$ cat config.mk
export PLATFORM = sky130hd
export DESIGN_NAME = sdmac_top
export DESIGN_NICKNAME = d
export VERILOG_FILES = /design/src/logic/sdmac_pkg.sv /design/src/logic/sdmac_addr_decoder.sv /design/src/logic/sdmac_regs.sv /design/src/logic/sdmac_periph_port.sv /design/src/logic/sdmac_bus_resp.sv /design/src/logic/sdmac_top.sv
export VERILOG_INCLUDE_DIRS = /design/src /design/src/logic
export SDC_FILE = /design/constraint.sdc
export NUM_CORES = 1
export LEC_CHECK = 0
export BUFFER_PORTS_ARGS = -buffer_cell sky130_fd_sc_hd__buf_4
export CAP_MARGIN = 20
export CORE_MARGIN = 3
export CORE_UTILIZATION = 52
export DETAILED_ROUTE_END_ITERATION = 10
export PLACE_DENSITY = 0.76
export SLEW_MARGIN = 20
export SYNTH_ARGS = -nofsm -noshare
export SYNTH_HDL_FRONTEND = slang
export SYNTH_SLANG_ARGS = --single-unit
$ cat constraint.sdc
create_clock -name sclk -period 2.95 [get_ports sclk]
set_input_delay 0.295 -clock sclk [delete_from_list [all_inputs] [get_ports sclk]]
set_output_delay 0.295 -clock sclk [all_outputs]
set_load 0.01 [all_outputs]
$ cat src/logic/sdmac_cfg.svh
`ifndef SDMAC_CFG_SVH
`define SDMAC_CFG_SVH

// Register word indices, addr[6:2]
`define SDMAC_DAWR_IDX      5'd0   // Data acknowledge width
`define SDMAC_WTC_IDX       5'd1   // Word transfer count
`define SDMAC_CNTR_IDX      5'd2   // Control
`define SDMAC_ST_DMA_IDX    5'd3   // Start DMA strobe
`define SDMAC_FLUSH_IDX     5'd4   // Flush strobe
`define SDMAC_CLR_INT_IDX   5'd7   // Clear interrupt strobe
`define SDMAC_ISTR_IDX      5'd8   // Interrupt status, read only
`define SDMAC_SP_DMA_IDX    5'd9   // Stop DMA strobe

// Peripheral ranges, first word index of each
`define SDMAC_CSS_BASE      5'd16  // 16..23, SCSI chip
`define SDMAC_CSX0_BASE     5'd24  // 24..27
`define SDMAC_CSX1_BASE     5'd28  // 28..31

// Port strobe timing in sclk cycles
`define SDMAC_IO_SETUP      1      // Select ahead of strobe
`define SDMAC_IO_STROBE     3      // Minimum ior/iow width
`define SDMAC_IORDY_LIMIT   15     // Give up on iordy after this

`endif

$ cat src/logic/sdmac_pkg.sv
`default_nettype none

package sdmac_pkg;

    // Host side
    typedef logic [31:0] bus_data_t;   // 68030 data word
    typedef logic [4:0]  reg_idx_t;    // Word index, addr[6:2]

    // Peripheral side
    typedef logic [15:0] port_data_t;  // 16-bit device port

    // Register contents
    typedef logic [23:0] wtc_t;        // Word transfer count
    typedef logic [1:0]  dawr_t;       // Acknowledge width
    typedef logic [5:0]  cntr_t;       // Control bits, bit 2 is int enable
    typedef logic [31:0] istr_t;       // Interrupt status

    // Where a decoded host access goes
    typedef enum logic [1:0] {
        tgt_none,                      // Unmapped or a12 high
        tgt_reg,                       // Internal register
        tgt_port                       // One of the peripheral selects
    } target_e;

    // Peripheral port sequencer
    typedef enum logic [2:0] {
        ps_idle,                       // Waiting for port_req
        ps_setup,                      // Select up, strobe not yet
        ps_strobe,                     // ior/iow minimum width
        ps_wait,                       // Strobe stretched on iordy low
        ps_hold                        // Strobe off, select still up
    } port_state_e;

endpackage : sdmac_pkg

`default_nettype wire

$ cat src/logic/sdmac_addr_decoder.sv
`default_nettype none
`timescale 1ns/10ps

`include "sdmac_cfg.svh"

module sdmac_addr_decoder import sdmac_pkg::*; (
    input  logic       sclk,
    input  logic       reset,
    input  logic       cs,        // Host access level
    input  logic       a12,       // High means another card owns it
    input  reg_idx_t   addr,      // addr[6:2]
    input  logic       done,      // Access acknowledged
    output logic       reg_req,   // One cycle pulse
    output logic       port_req,  // One cycle pulse
    output reg_idx_t   reg_idx,
    output logic [2:0] port_sel   // [0] css, [1] csx0, [2] csx1
);

    target_e    tgt;              // Combinational classification
    logic [2:0] sel;
    logic       busy;             // One access per cs assertion
    logic       start;

    assign start = cs && !busy;

    always_comb begin
        tgt = tgt_none;
        sel = 3'b000;
        if (!a12) begin
            case (addr)
                `SDMAC_DAWR_IDX, `SDMAC_WTC_IDX, `SDMAC_CNTR_IDX,
                `SDMAC_ST_DMA_IDX, `SDMAC_FLUSH_IDX, `SDMAC_CLR_INT_IDX,
                `SDMAC_ISTR_IDX, `SDMAC_SP_DMA_IDX: tgt = tgt_reg;
                default: tgt = tgt_none;   // Holes 5, 6 and 10..15
            endcase
            if (addr >= `SDMAC_CSX1_BASE) begin
                tgt = tgt_port;
                sel = 3'b100;
            end else if (addr >= `SDMAC_CSX0_BASE) begin
                tgt = tgt_port;
                sel = 3'b010;
            end else if (addr >= `SDMAC_CSS_BASE) begin
                tgt = tgt_port;
                sel = 3'b001;
            end
        end
    end

    always_ff @(posedge sclk) begin
        if (reset) begin
            busy     <= 1'b0;
            reg_req  <= 1'b0;
            port_req <= 1'b0;
            reg_idx  <= '0;
            port_sel <= 3'b000;
        end else begin
            reg_req  <= start && (tgt == tgt_reg);
            port_req <= start && (tgt == tgt_port);
            if (start) begin
                busy    <= 1'b1;       // Set even for ignored accesses
                reg_idx <= addr;
            end else if (!cs) begin
                busy <= 1'b0;          // Host released the bus
            end
            if (start && (tgt == tgt_port))
                port_sel <= sel;
            else if (done)
                port_sel <= 3'b000;    // Valid until the ack
        end
    end

endmodule : sdmac_addr_decoder

`default_nettype wire

$ cat src/logic/sdmac_regs.sv
`default_nettype none
`timescale 1ns/10ps

`include "sdmac_cfg.svh"

module sdmac_regs import sdmac_pkg::*; (
    input  logic      sclk,
    input  logic      reset,
    input  logic      reg_req,     // From decoder, one cycle
    input  reg_idx_t  reg_idx,
    input  logic      read,
    input  bus_data_t data_in,
    input  logic      inta,        // SCSI chip interrupt
    input  logic      intb,        // Spare interrupt
    output logic      reg_done,    // One cycle after reg_req
    output bus_data_t reg_rdata,
    output logic      int_req,
    output logic      dma_en
);

    dawr_t     dawr;
    wtc_t      wtc;
    cntr_t     cntr;
    istr_t     istr;               // Live status view
    bus_data_t rdata_nxt;

    logic      wr_en;
    logic      hit_st_dma;
    logic      hit_sp_dma;
    logic      hit_flush;
    logic      hit_clr_int;

    logic      inta_q;             // Previous samples for edge detect
    logic      intb_q;
    logic      inta_rise;
    logic      intb_rise;
    logic      int_a_lat;          // ISTR bit 0
    logic      int_b_lat;          // ISTR bit 1
    logic      dma_active;         // ISTR bit 2
    logic      flushed;            // ISTR bit 3

    assign wr_en       = reg_req && !read;
    // Command strobes fire on any access, read or write
    assign hit_st_dma  = reg_req && (reg_idx == `SDMAC_ST_DMA_IDX);
    assign hit_sp_dma  = reg_req && (reg_idx == `SDMAC_SP_DMA_IDX);
    assign hit_flush   = reg_req && (reg_idx == `SDMAC_FLUSH_IDX);
    assign hit_clr_int = reg_req && (reg_idx == `SDMAC_CLR_INT_IDX);

    assign inta_rise = inta && !inta_q;
    assign intb_rise = intb && !intb_q;

    assign istr    = {28'd0, flushed, dma_active, int_b_lat, int_a_lat};
    assign int_req = cntr[2] && (int_a_lat || int_b_lat);   // Gated by int enable
    assign dma_en  = dma_active;

    always_comb begin
        case (reg_idx)
            `SDMAC_DAWR_IDX: rdata_nxt = {30'd0, dawr};
            `SDMAC_WTC_IDX:  rdata_nxt = {8'd0, wtc};
            `SDMAC_CNTR_IDX: rdata_nxt = {26'd0, cntr};
            `SDMAC_ISTR_IDX: rdata_nxt = istr;
            default:         rdata_nxt = '0;   // Strobes and holes read zero
        endcase
    end

    always_ff @(posedge sclk) begin
        if (reset) begin
            reg_done   <= 1'b0;
            dawr       <= '0;
            wtc        <= '0;
            cntr       <= '0;
            inta_q     <= 1'b0;
            intb_q     <= 1'b0;
            int_a_lat  <= 1'b0;
            int_b_lat  <= 1'b0;
            dma_active <= 1'b0;
            flushed    <= 1'b0;
        end else begin
            reg_done <= reg_req;
            inta_q   <= inta;
            intb_q   <= intb;
            if (wr_en && (reg_idx == `SDMAC_DAWR_IDX))
                dawr <= data_in[1:0];
            if (wr_en && (reg_idx == `SDMAC_WTC_IDX))
                wtc <= data_in[23:0];
            if (wr_en && (reg_idx == `SDMAC_CNTR_IDX))
                cntr <= data_in[5:0];
            // Clear first so a new edge in the same cycle survives
            if (hit_clr_int) begin
                int_a_lat <= 1'b0;
                int_b_lat <= 1'b0;
            end
            if (inta_rise)
                int_a_lat <= 1'b1;
            if (intb_rise)
                int_b_lat <= 1'b1;
            if (hit_st_dma) begin
                dma_active <= 1'b1;
                flushed    <= 1'b0;    // Fresh transfer
            end else if (hit_sp_dma) begin
                dma_active <= 1'b0;
            end
            if (hit_flush)
                flushed <= 1'b1;
        end
    end

    always_ff @(posedge sclk) begin
        if (reg_req)
            reg_rdata <= rdata_nxt;    // Held with reg_done
    end

endmodule : sdmac_regs

`default_nettype wire

$ cat src/logic/sdmac_periph_port.sv
`default_nettype none
`timescale 1ns/10ps

`include "sdmac_cfg.svh"

module sdmac_periph_port import sdmac_pkg::*; (
    input  logic       sclk,
    input  logic       reset,
    input  logic       port_req,   // Start pulse from decoder
    input  logic [2:0] port_sel,   // One-hot css/csx0/csx1
    input  logic       read,
    input  bus_data_t  data_in,
    input  port_data_t pd_in,
    input  logic       iordy,      // Low iordy stretches the strobe
    output logic       port_done,  // One cycle after hold
    output bus_data_t  port_rdata,
    output logic       css,
    output logic       csx0,
    output logic       csx1,
    output logic       ior,
    output logic       iow,
    output port_data_t pd_out,
    output logic       pd_oe
);

    localparam int STEP_W = $clog2(`SDMAC_IO_SETUP + `SDMAC_IO_STROBE + 1);
    localparam int WAIT_W = $clog2(`SDMAC_IORDY_LIMIT + 1);

    port_state_e       state;
    logic [STEP_W-1:0] step_cnt;   // Setup and strobe phases
    logic [WAIT_W-1:0] wait_cnt;   // iordy low cycles
    logic [2:0]        sel_q;      // Latched select for the whole cycle
    logic              rd_q;
    port_data_t        wdata_q;
    port_data_t        rdata_q;
    logic              active;
    logic              strobing;

    assign active   = (state != ps_idle);
    assign strobing = (state == ps_strobe) || (state == ps_wait);

    assign css  = active && sel_q[0];
    assign csx0 = active && sel_q[1];
    assign csx1 = active && sel_q[2];
    assign ior  = strobing && rd_q;
    assign iow  = strobing && !rd_q;
    assign pd_oe  = active && !rd_q;       // Drive port setup through hold
    assign pd_out = wdata_q;
    assign port_rdata = {16'd0, rdata_q};

    always_ff @(posedge sclk) begin
        if (reset) begin
            state     <= ps_idle;
            step_cnt  <= '0;
            wait_cnt  <= '0;
            sel_q     <= 3'b000;
            rd_q      <= 1'b0;
            port_done <= 1'b0;
        end else begin
            port_done <= 1'b0;
            case (state)
                ps_idle: if (port_req) begin
                    sel_q    <= port_sel;
                    rd_q     <= read;
                    step_cnt <= STEP_W'(`SDMAC_IO_SETUP - 1);
                    state    <= ps_setup;
                end
                ps_setup: begin
                    if (step_cnt == '0) begin
                        step_cnt <= STEP_W'(`SDMAC_IO_STROBE - 1);
                        wait_cnt <= '0;
                        state    <= ps_strobe;
                    end else begin
                        step_cnt <= step_cnt - 1'b1;
                    end
                end
                ps_strobe: begin
                    if (step_cnt != '0)
                        step_cnt <= step_cnt - 1'b1;
                    else if (iordy)
                        state <= ps_hold;      // Minimum width met
                    else
                        state <= ps_wait;
                end
                ps_wait: begin
                    if (iordy || (wait_cnt == WAIT_W'(`SDMAC_IORDY_LIMIT)))
                        state <= ps_hold;      // Ready or timed out
                    else
                        wait_cnt <= wait_cnt + 1'b1;
                end
                ps_hold: begin
                    port_done <= 1'b1;
                    state     <= ps_idle;
                end
                default: state <= ps_idle;
            endcase
        end
    end

    // Write data latched at request and read data in the last strobe cycle
    always_ff @(posedge sclk) begin
        if ((state == ps_idle) && port_req)
            wdata_q <= data_in[15:0];
        if (rd_q
            && (((state == ps_strobe) && (step_cnt == '0) && iordy)
                || ((state == ps_wait) && (iordy
                    || (wait_cnt == WAIT_W'(`SDMAC_IORDY_LIMIT))))))
            rdata_q <= pd_in;
    end

endmodule : sdmac_periph_port

`default_nettype wire

$ cat src/logic/sdmac_bus_resp.sv
`default_nettype none
`timescale 1ns/10ps

module sdmac_bus_resp import sdmac_pkg::*; (
    input  logic      sclk,
    input  logic      reset,
    input  logic      read,        // Host direction, held with cs
    input  logic      reg_done,
    input  bus_data_t reg_rdata,
    input  logic      port_done,
    input  bus_data_t port_rdata,
    input  logic      dma_en,
    output logic      ack,         // One cycle per access
    output bus_data_t data_out,
    output logic      data_oe,     // Only with ack on reads
    output logic      led_rd,
    output logic      led_wr,
    output logic      led_dma
);

    localparam int LED_HOLD = 8;   // LED stretch in cycles

    logic       any_done;
    logic [3:0] led_cnt;           // Counts down from LED_HOLD
    logic       led_was_rd;        // Direction of last access

    assign any_done = reg_done || port_done;   // Never both at once

    assign led_rd = (led_cnt != '0) && led_was_rd;
    assign led_wr = (led_cnt != '0) && !led_was_rd;

    always_ff @(posedge sclk) begin
        if (reset) begin
            ack        <= 1'b0;
            data_oe    <= 1'b0;
            led_cnt    <= '0;
            led_was_rd <= 1'b0;
            led_dma    <= 1'b0;
        end else begin
            ack     <= any_done;
            data_oe <= any_done && read;
            led_dma <= dma_en;
            if (any_done) begin
                led_cnt    <= 4'(LED_HOLD);    // Restart stretch
                led_was_rd <= read;
            end else if (led_cnt != '0) begin
                led_cnt <= led_cnt - 1'b1;
            end
        end
    end

    // Read data, meaningful only while ack is high
    always_ff @(posedge sclk) begin
        if (reg_done)
            data_out <= reg_rdata;
        else if (port_done)
            data_out <= port_rdata;    // Upper half already zero
    end

endmodule : sdmac_bus_resp

`default_nettype wire

$ cat src/logic/sdmac_top.sv
`default_nettype none
`timescale 1ns/10ps

module sdmac_top import sdmac_pkg::*; (
    input  logic       sclk,
    input  logic       reset,
    // Host bus
    input  logic       cs,
    input  logic       a12,
    input  reg_idx_t   addr,
    input  logic       read,
    input  bus_data_t  data_in,
    output logic       ack,
    output bus_data_t  data_out,
    output logic       data_oe,
    // Interrupts and DMA status
    input  logic       inta,
    input  logic       intb,
    output logic       int_req,
    output logic       dma_en,
    // Peripheral port
    input  logic       iordy,
    input  port_data_t pd_in,
    output logic       css,
    output logic       csx0,
    output logic       csx1,
    output logic       ior,
    output logic       iow,
    output port_data_t pd_out,
    output logic       pd_oe,
    // Activity LEDs
    output logic       led_rd,
    output logic       led_wr,
    output logic       led_dma
);

    logic       reg_req;
    logic       port_req;
    reg_idx_t   reg_idx;
    logic [2:0] port_sel;
    logic       reg_done;
    bus_data_t  reg_rdata;
    logic       port_done;
    bus_data_t  port_rdata;

    sdmac_addr_decoder i_decoder (
        .sclk, .reset, .cs, .a12, .addr,
        .done(ack),                        // Ack ends the access
        .reg_req, .port_req, .reg_idx, .port_sel
    );

    sdmac_regs i_regs (
        .sclk, .reset, .reg_req, .reg_idx, .read, .data_in,
        .inta, .intb, .reg_done, .reg_rdata, .int_req, .dma_en
    );

    sdmac_periph_port i_port (
        .sclk, .reset, .port_req, .port_sel, .read, .data_in, .pd_in, .iordy,
        .port_done, .port_rdata, .css, .csx0, .csx1, .ior, .iow, .pd_out, .pd_oe
    );

    sdmac_bus_resp i_resp (
        .sclk, .reset, .read, .reg_done, .reg_rdata, .port_done, .port_rdata,
        .dma_en, .ack, .data_out, .data_oe, .led_rd, .led_wr, .led_dma
    );

endmodule : sdmac_top

`default_nettype wire

Word-level counts from Yosys, hierarchy flattened
Memories as Yosys holds them, arrays and structs flattened.
Cells that the tools add are included.
{"block": "op_classes", "n_addsub": 3, "n_lt_le_gt_ge": 3, "n_eq_ne": 21, "n_mux": 39, "n_reduce_logical": 59}
{"op": "$pmux W24 S4", "n": 1}
{"op": "$mux W32", "n": 2}
{"op": "$mux W3", "n": 13}
{"op": "$logic_and A1 B1 Y1", "n": 28}
{"op": "$mux W4", "n": 4}
{"op": "$reduce_bool A2 Y1", "n": 8}
{"op": "$ge A5 B5 Y1 const B", "n": 3}
{"op": "$pmux W3 S4", "n": 1}
{"op": "$mux W1", "n": 11}
{"op": "$eq A5 B2 Y1 const B", "n": 2}
{"op": "$eq A5 B3 Y1 const B", "n": 2}
{"op": "$eq A5 B4 Y1 const B", "n": 2}
{"op": "$mux W2", "n": 5}
{"op": "$ne A2 B2 Y1 const B", "n": 5}
{"op": "$pmux W3 S3", "n": 1}
{"op": "$reduce_bool A3 Y1", "n": 3}
{"op": "$pmux W4 S2", "n": 1}
{"op": "$eq A3 B2 Y1 const B", "n": 2}
{"op": "$logic_not A1 Y1", "n": 6}
{"op": "$logic_not A3 Y1", "n": 2}
{"op": "$reduce_and A3 Y1", "n": 2}
{"op": "$eq A5 B1 Y1 const B", "n": 1}
{"op": "$logic_not A5 Y1", "n": 1}
{"op": "$logic_or A1 B1 Y1", "n": 5}
{"op": "other kinds (13)", "n": 14}
{"block": "totals", "reg_bits": 169, "rom_bits": 16, "inputBits": 61, "out_inout_bits": 61, "word_cells": 157, "memories": 1}
{"name": "(no name shown)", "words": 16, "word_bits": 1, "read_ports": 1, "rd_clocked_by_memory_dff": 0, "write_ports": 0, "line_no": "sdmac_addr_decoder.sv:30", "source": "case (addr)"}

Depth between registers and ports, before layout
An unclocked memory read counts as a cell.
{"block": "depth", "ltp_word": 9, "mapped_depth": 7}

Hierarchy
Synthesis repeated with hierarchy kept, for this count alone.
{"block": "unflattened", "hier_cells": 539, "hier_area_um2": 6821.5}
{"mod": "sdmac_regs", "instances": 1, "cells_per_inst": 238, "area_per_inst_um2": 2730.1, "seq_area_each_um2": 1501.4}
{"mod": "sdmac_periph_port", "instances": 1, "cells_per_inst": 158, "area_per_inst_um2": 1996.9, "seq_area_each_um2": 1261.2}
{"mod": "sdmac_bus_resp", "instances": 1, "cells_per_inst": 100, "area_per_inst_um2": 1661.6, "seq_area_each_um2": 1121.1}
{"mod": "sdmac_addr_decoder", "instances": 1, "cells_per_inst": 43, "area_per_inst_um2": 432.9, "seq_area_each_um2": 220.2}

Worst setup path before layout
Ideal clock, no wire load.
{"block": "synth_path", "kind": "register to register", "from": "reg i_decoder.reg_req", "to": "reg i_regs.dawr[0]", "setup_time_ns": 0.128, "arrival_time_ns": 2.018, "required_time_ns": 2.822, "slack_ns": 0.804, "path_stages_with_launch": 6, "path_buffers": 1, "synth_period_minus_slack_ns": 2.146, "cell_sequence": "dfxtp_1 nor2b_1 clkbuf_1 or4b_4 mux2i_1 nor2_1"}
{"block": "synth_via", "elab_chain_cells": 2}
{"item": "from (decl)", "line_no": "sdmac_addr_decoder.sv:13", "source": "output logic reg_req,"}
{"item": "from (signal assigned)", "line_no": "sdmac_addr_decoder.sv:57", "source": "reg_req <= start && (tgt == tgt_reg);"}
{"item": "$logic_and A1 B1 Y1", "line_no": "sdmac_regs.sv:42", "source": "assign wr_en = reg_req && !read;"}
{"item": "$logic_and A1 B1 Y1", "line_no": "sdmac_regs.sv:82", "source": "if (wr_en && (reg_idx == `SDMAC_DAWR_IDX))"}
{"item": "to (signal assigned)", "line_no": "sdmac_regs.sv:83", "source": "dawr <= data_in[1:0];"}
{"item": "to (decl)", "line_no": "sdmac_regs.sv:21", "source": "dawr_t dawr;"}
Every way passes these cells.
A chain may end at the register's enable or synchronous reset.

Worst setup path in the final report
{"block": "layout_path", "from": "reg i_decoder.reg_idx[0]", "to": "reg i_regs.wtc[17]"}
{"block": "layout_via", "elab_chain_cells": 2}
{"item": "from (decl)", "line_no": "sdmac_addr_decoder.sv:15", "source": "output reg_idx_t reg_idx,"}
{"item": "from (signal assigned)", "line_no": "sdmac_addr_decoder.sv:61", "source": "reg_idx <= addr;"}
{"item": "$eq A5 B1 Y1 (no line)"}
{"item": "$logic_and A1 B1 Y1", "line_no": "sdmac_regs.sv:84", "source": "if (wr_en && (reg_idx == `SDMAC_WTC_IDX))"}
{"item": "to (signal assigned)", "line_no": "sdmac_regs.sv:85", "source": "wtc <= data_in[23:0];"}
{"item": "to (decl)", "line_no": "sdmac_regs.sv:22", "source": "wtc_t wtc;"}
Every way passes these cells.

==> flow_metrics.tcl <==
set metrics [dict create \
    post_cts_buffers 0 \
    synth-compound-area-share 0.0684 \
    htreeDepth 4 \
    worstReg2RegStart "i_decoder.reg_idx[0]$_SDFFE_PP0P_" \
    clock_sinks 153 \
    finClkSkew_ns 0.0116 \
    dpl.hpwl_um 8140 \
    yosys.area.top_type_share 0.404 \
    antenna_cells 0 \
    portBuffers 105 \
    start_util 0.541 \
    die_area_um2 12700 \
    synthSimpleGateAreaFrac 0.175 \
    grt_pass1_vias 4161 \
    drt_wl_total_um 12400 \
    synth_edf_count 80 \
    final_cell_mix "113 x buf_4, 80 x edfxtp_1, 73 x dfxtp_1, 68 x nand2_1, 51 x a21oi_1" \
    ant_nets 0 \
    synth_fa_ha_area_frac 0.00842 \
    syn_area_um2 5940 \
    drv_cap 0 \
    hold_path_class "input pin to flop" \
    cts_tree "done" \
    dieWidth_um 113 \
    synthCells 514 \
    grt_start_max_net_pins 67 \
    r2r_end "i_regs.wtc[17]$_SDFFE_PP0P_" \
    path_class "flop to flop" \
    final_common_cell "buf_4" \
    crit_path_start_kind "flop" \
    drive_gt1_frac 0.263 \
    end_kind "flop" \
    grt_pass1_wl_um 20500 \
    maxSlewHeadroom 0.337 \
    cts-root-buf "clkbuf_16" \
    yosys_warnings 0 \
    ioPinCount 122 \
    yosys.area.top_type "edfxtp_1" \
    path_cells "and2b_1 > nand3_1 > buf_4 > nand2_1 > a21oi_1" \
    nets 682 \
    period_needed_ns 2.23 \
    synth_top_family_by_area "simple AND/OR/NAND/NOR gates" \
    power_density_nw_per_um2 700 \
    synth-xor-area-share 0.00442 \
    ff2ff_setup_slack_ns 0.72 \
    async_flop_share 0 \
    peakVddDrop_mv 0.559 \
    postLayoutCellArea_um2 7460 \
    gp_congestion 0.812 \
    route.detailed.drc 0 \
    area_growth_syn_to_layout_pct 25.5 \
    setup_viol 0 \
    synth_top_flop_cell "edfxtp_1" \
    max_freq_ghz 0.448 \
    rsz0062_at_grt "no" \
    r2r_cells 5 \
    postSynthAreaPerCell_um2 11.6 \
    firstDrtPassIters 4 \
    arrival_ns 2.50 \
    drt-initial-drc-count 317 \
    p_leak_uw 0.00287 \
    slew_viol_final 0 \
    grt.total_usage 0.207 \
    yosysSeqAreaShare 0.650 \
    path_max_fanout 22 \
    setup_tns_ns 0 \
    hold_viol_final 0 \
    hold-worst-slack_ns 0.0495 \
    slowest_delay_ns 0.63 \
    synthMuxAreaShare 0.0556 \
    fp.dieH_um 113 \
    num_vias 4140 \
    cts_max_path_buffers 2 \
    ctsResizeCount 0 \
    grt_remaining_overflow 0 \
    fillers 818 \
    placed_area_um2 6820 \
    yosys.cell_types.count 50 \
    grt_antenna_before_repair 0 \
    worstSkewPairLatency_ns 0.42 \
    outcome "completed" \
    crit_path_top_delay_cell "and2b_1" \
    clk_pin_slew_ns 0.06 \
    tightest_slew_ns 0.994 \
    finalCritPeriodShare 0.757 \
    utilization 0.679 \
    synth_seq_cells 153 \
    p_total_uw 5220 \
    synth_area_leaders "edfxtp_1 40%, dfxtp_1 25%, a21oi_1 4.3%" \
    worst_ep_required_time_ns 3.22 \
    row_count 38 \
    cts_inserted_buffers 17 \
    ctsHoldBuffers 0 \
    crit_path_start "i_decoder.reg_idx[0]$_SDFFE_PP0P_" \
    wl_per_cell_um 16.1 \
    crit_path_end "i_regs.wtc[17]$_SDFFE_PP0P_" \
    viasPerCell 5.38 \
    coreArea_um2 11000 \
]
logic make-up (layout without fill, tap and decap cells):
| logic type | after synthesis | count (layout) |
|---|---|---|
| AOI/OAI and AO/OA | 72 | 72 |
| xor gates and xnor gates | 3 | 3 |
| adders and majority gates | 4 | 4 |
| buffers and inverters | 46 | 155 |
| DFF | 153 | 153 |
| muxes | 31 | 31 |
| other | 1 | 8 |
| and+or+nand+nor | 204 | 204 |
cells in the mapped netlist (all sizes together), types with 9 or more instances:
master  number
edfxtp      80
dfxtp       73
nand2       68
a21oi       51
nor2        33
and3        22
clkbuf      19
buf         17
mux2        16
nor2b       16
mux2i       15
nand3       14
and2        13
inv         10
nor3         9
per-stage QoR:
stage | cells | setup WS (ns)
final | 770 | 0.717
after global routing | 770 | 0.544
after CTS | 770 | 0.703
after detailed placement | 738 | 0.754
after global placement | 738 | 0.805
after floorplan | 521 | 0.804
critical path: cells and delay by family, from the launching register on:
kind,cells,cell delay (ns)
AO/OA/AOI/OAI,1,0.06
flip-flops,1,0.56
AND/OR/NAND/NOR,3,1.14
buffers and inverters,1,0.33
layout make-up:
class / instances / area [µm²] / share of cell area
Tap cell: 140 / 175 / 0.0235
Inverter: 10 / 37.5 / 0.00503
Timing Repair Buffer: 113 / 848 / 0.114
Multi-Input combinational cell: 322 / 1890 / 0.254
Clock buffer: 18 / 439 / 0.0589
Clock inverter: 14 / 201 / 0.0270
Sequential cell: 153 / 3860 / 0.518
per-layer routing:
layer  vias to the layer above  part of all wire  track usage
met3                        18             0.074       0.0743
met2                       142              0.49        0.330
li1                       2013                 -            -
met1                      1967              0.42        0.259
met5                         -                 0            0
met4                         0             0.018       0.0777
worst min-delay path by stage:
stage | depth (start not counted) | from | to
2_1_floorplan | 0 | data_in[0] | i_port.pd_out[0]$_DFFE_PP_
3_3_place_gp | 2 | i_regs.wtc[15]$_SDFFE_PP0P_ | i_regs.wtc[15]$_SDFFE_PP0P_
4_1_cts | 1 | pd_in[14] | i_port.rdata_q[14]$_DFFE_PP_
6_report | 1 | pd_in[14] | i_port.rdata_q[14]$_DFFE_PP_
3_5_place_dp | 2 | i_regs.wtc[20]$_SDFFE_PP0P_ | i_regs.wtc[20]$_SDFFE_PP0P_
5_1_grt | 1 | pd_in[11] | i_port.rdata_q[11]$_DFFE_PP_
power breakdown:
part           switching [µW]  internal (µW)
combinational             294            240
clock                     816           1510
sequential               60.0           2300
total                    1170           4050
state kept, by name, summed over array words and instances (netlist names), 4 cells and up:
name,cells
i_regs.cntr,6
i_port.pd_out,16
i_resp.led_cnt,4
i_regs.wtc,24
i_port.wait_cnt,4
i_port.rdata_q,16
i_regs.reg_rdata,24
i_resp.data_out,24
i_decoder.reg_idx,5
Power figures use the tool's default switching activity.
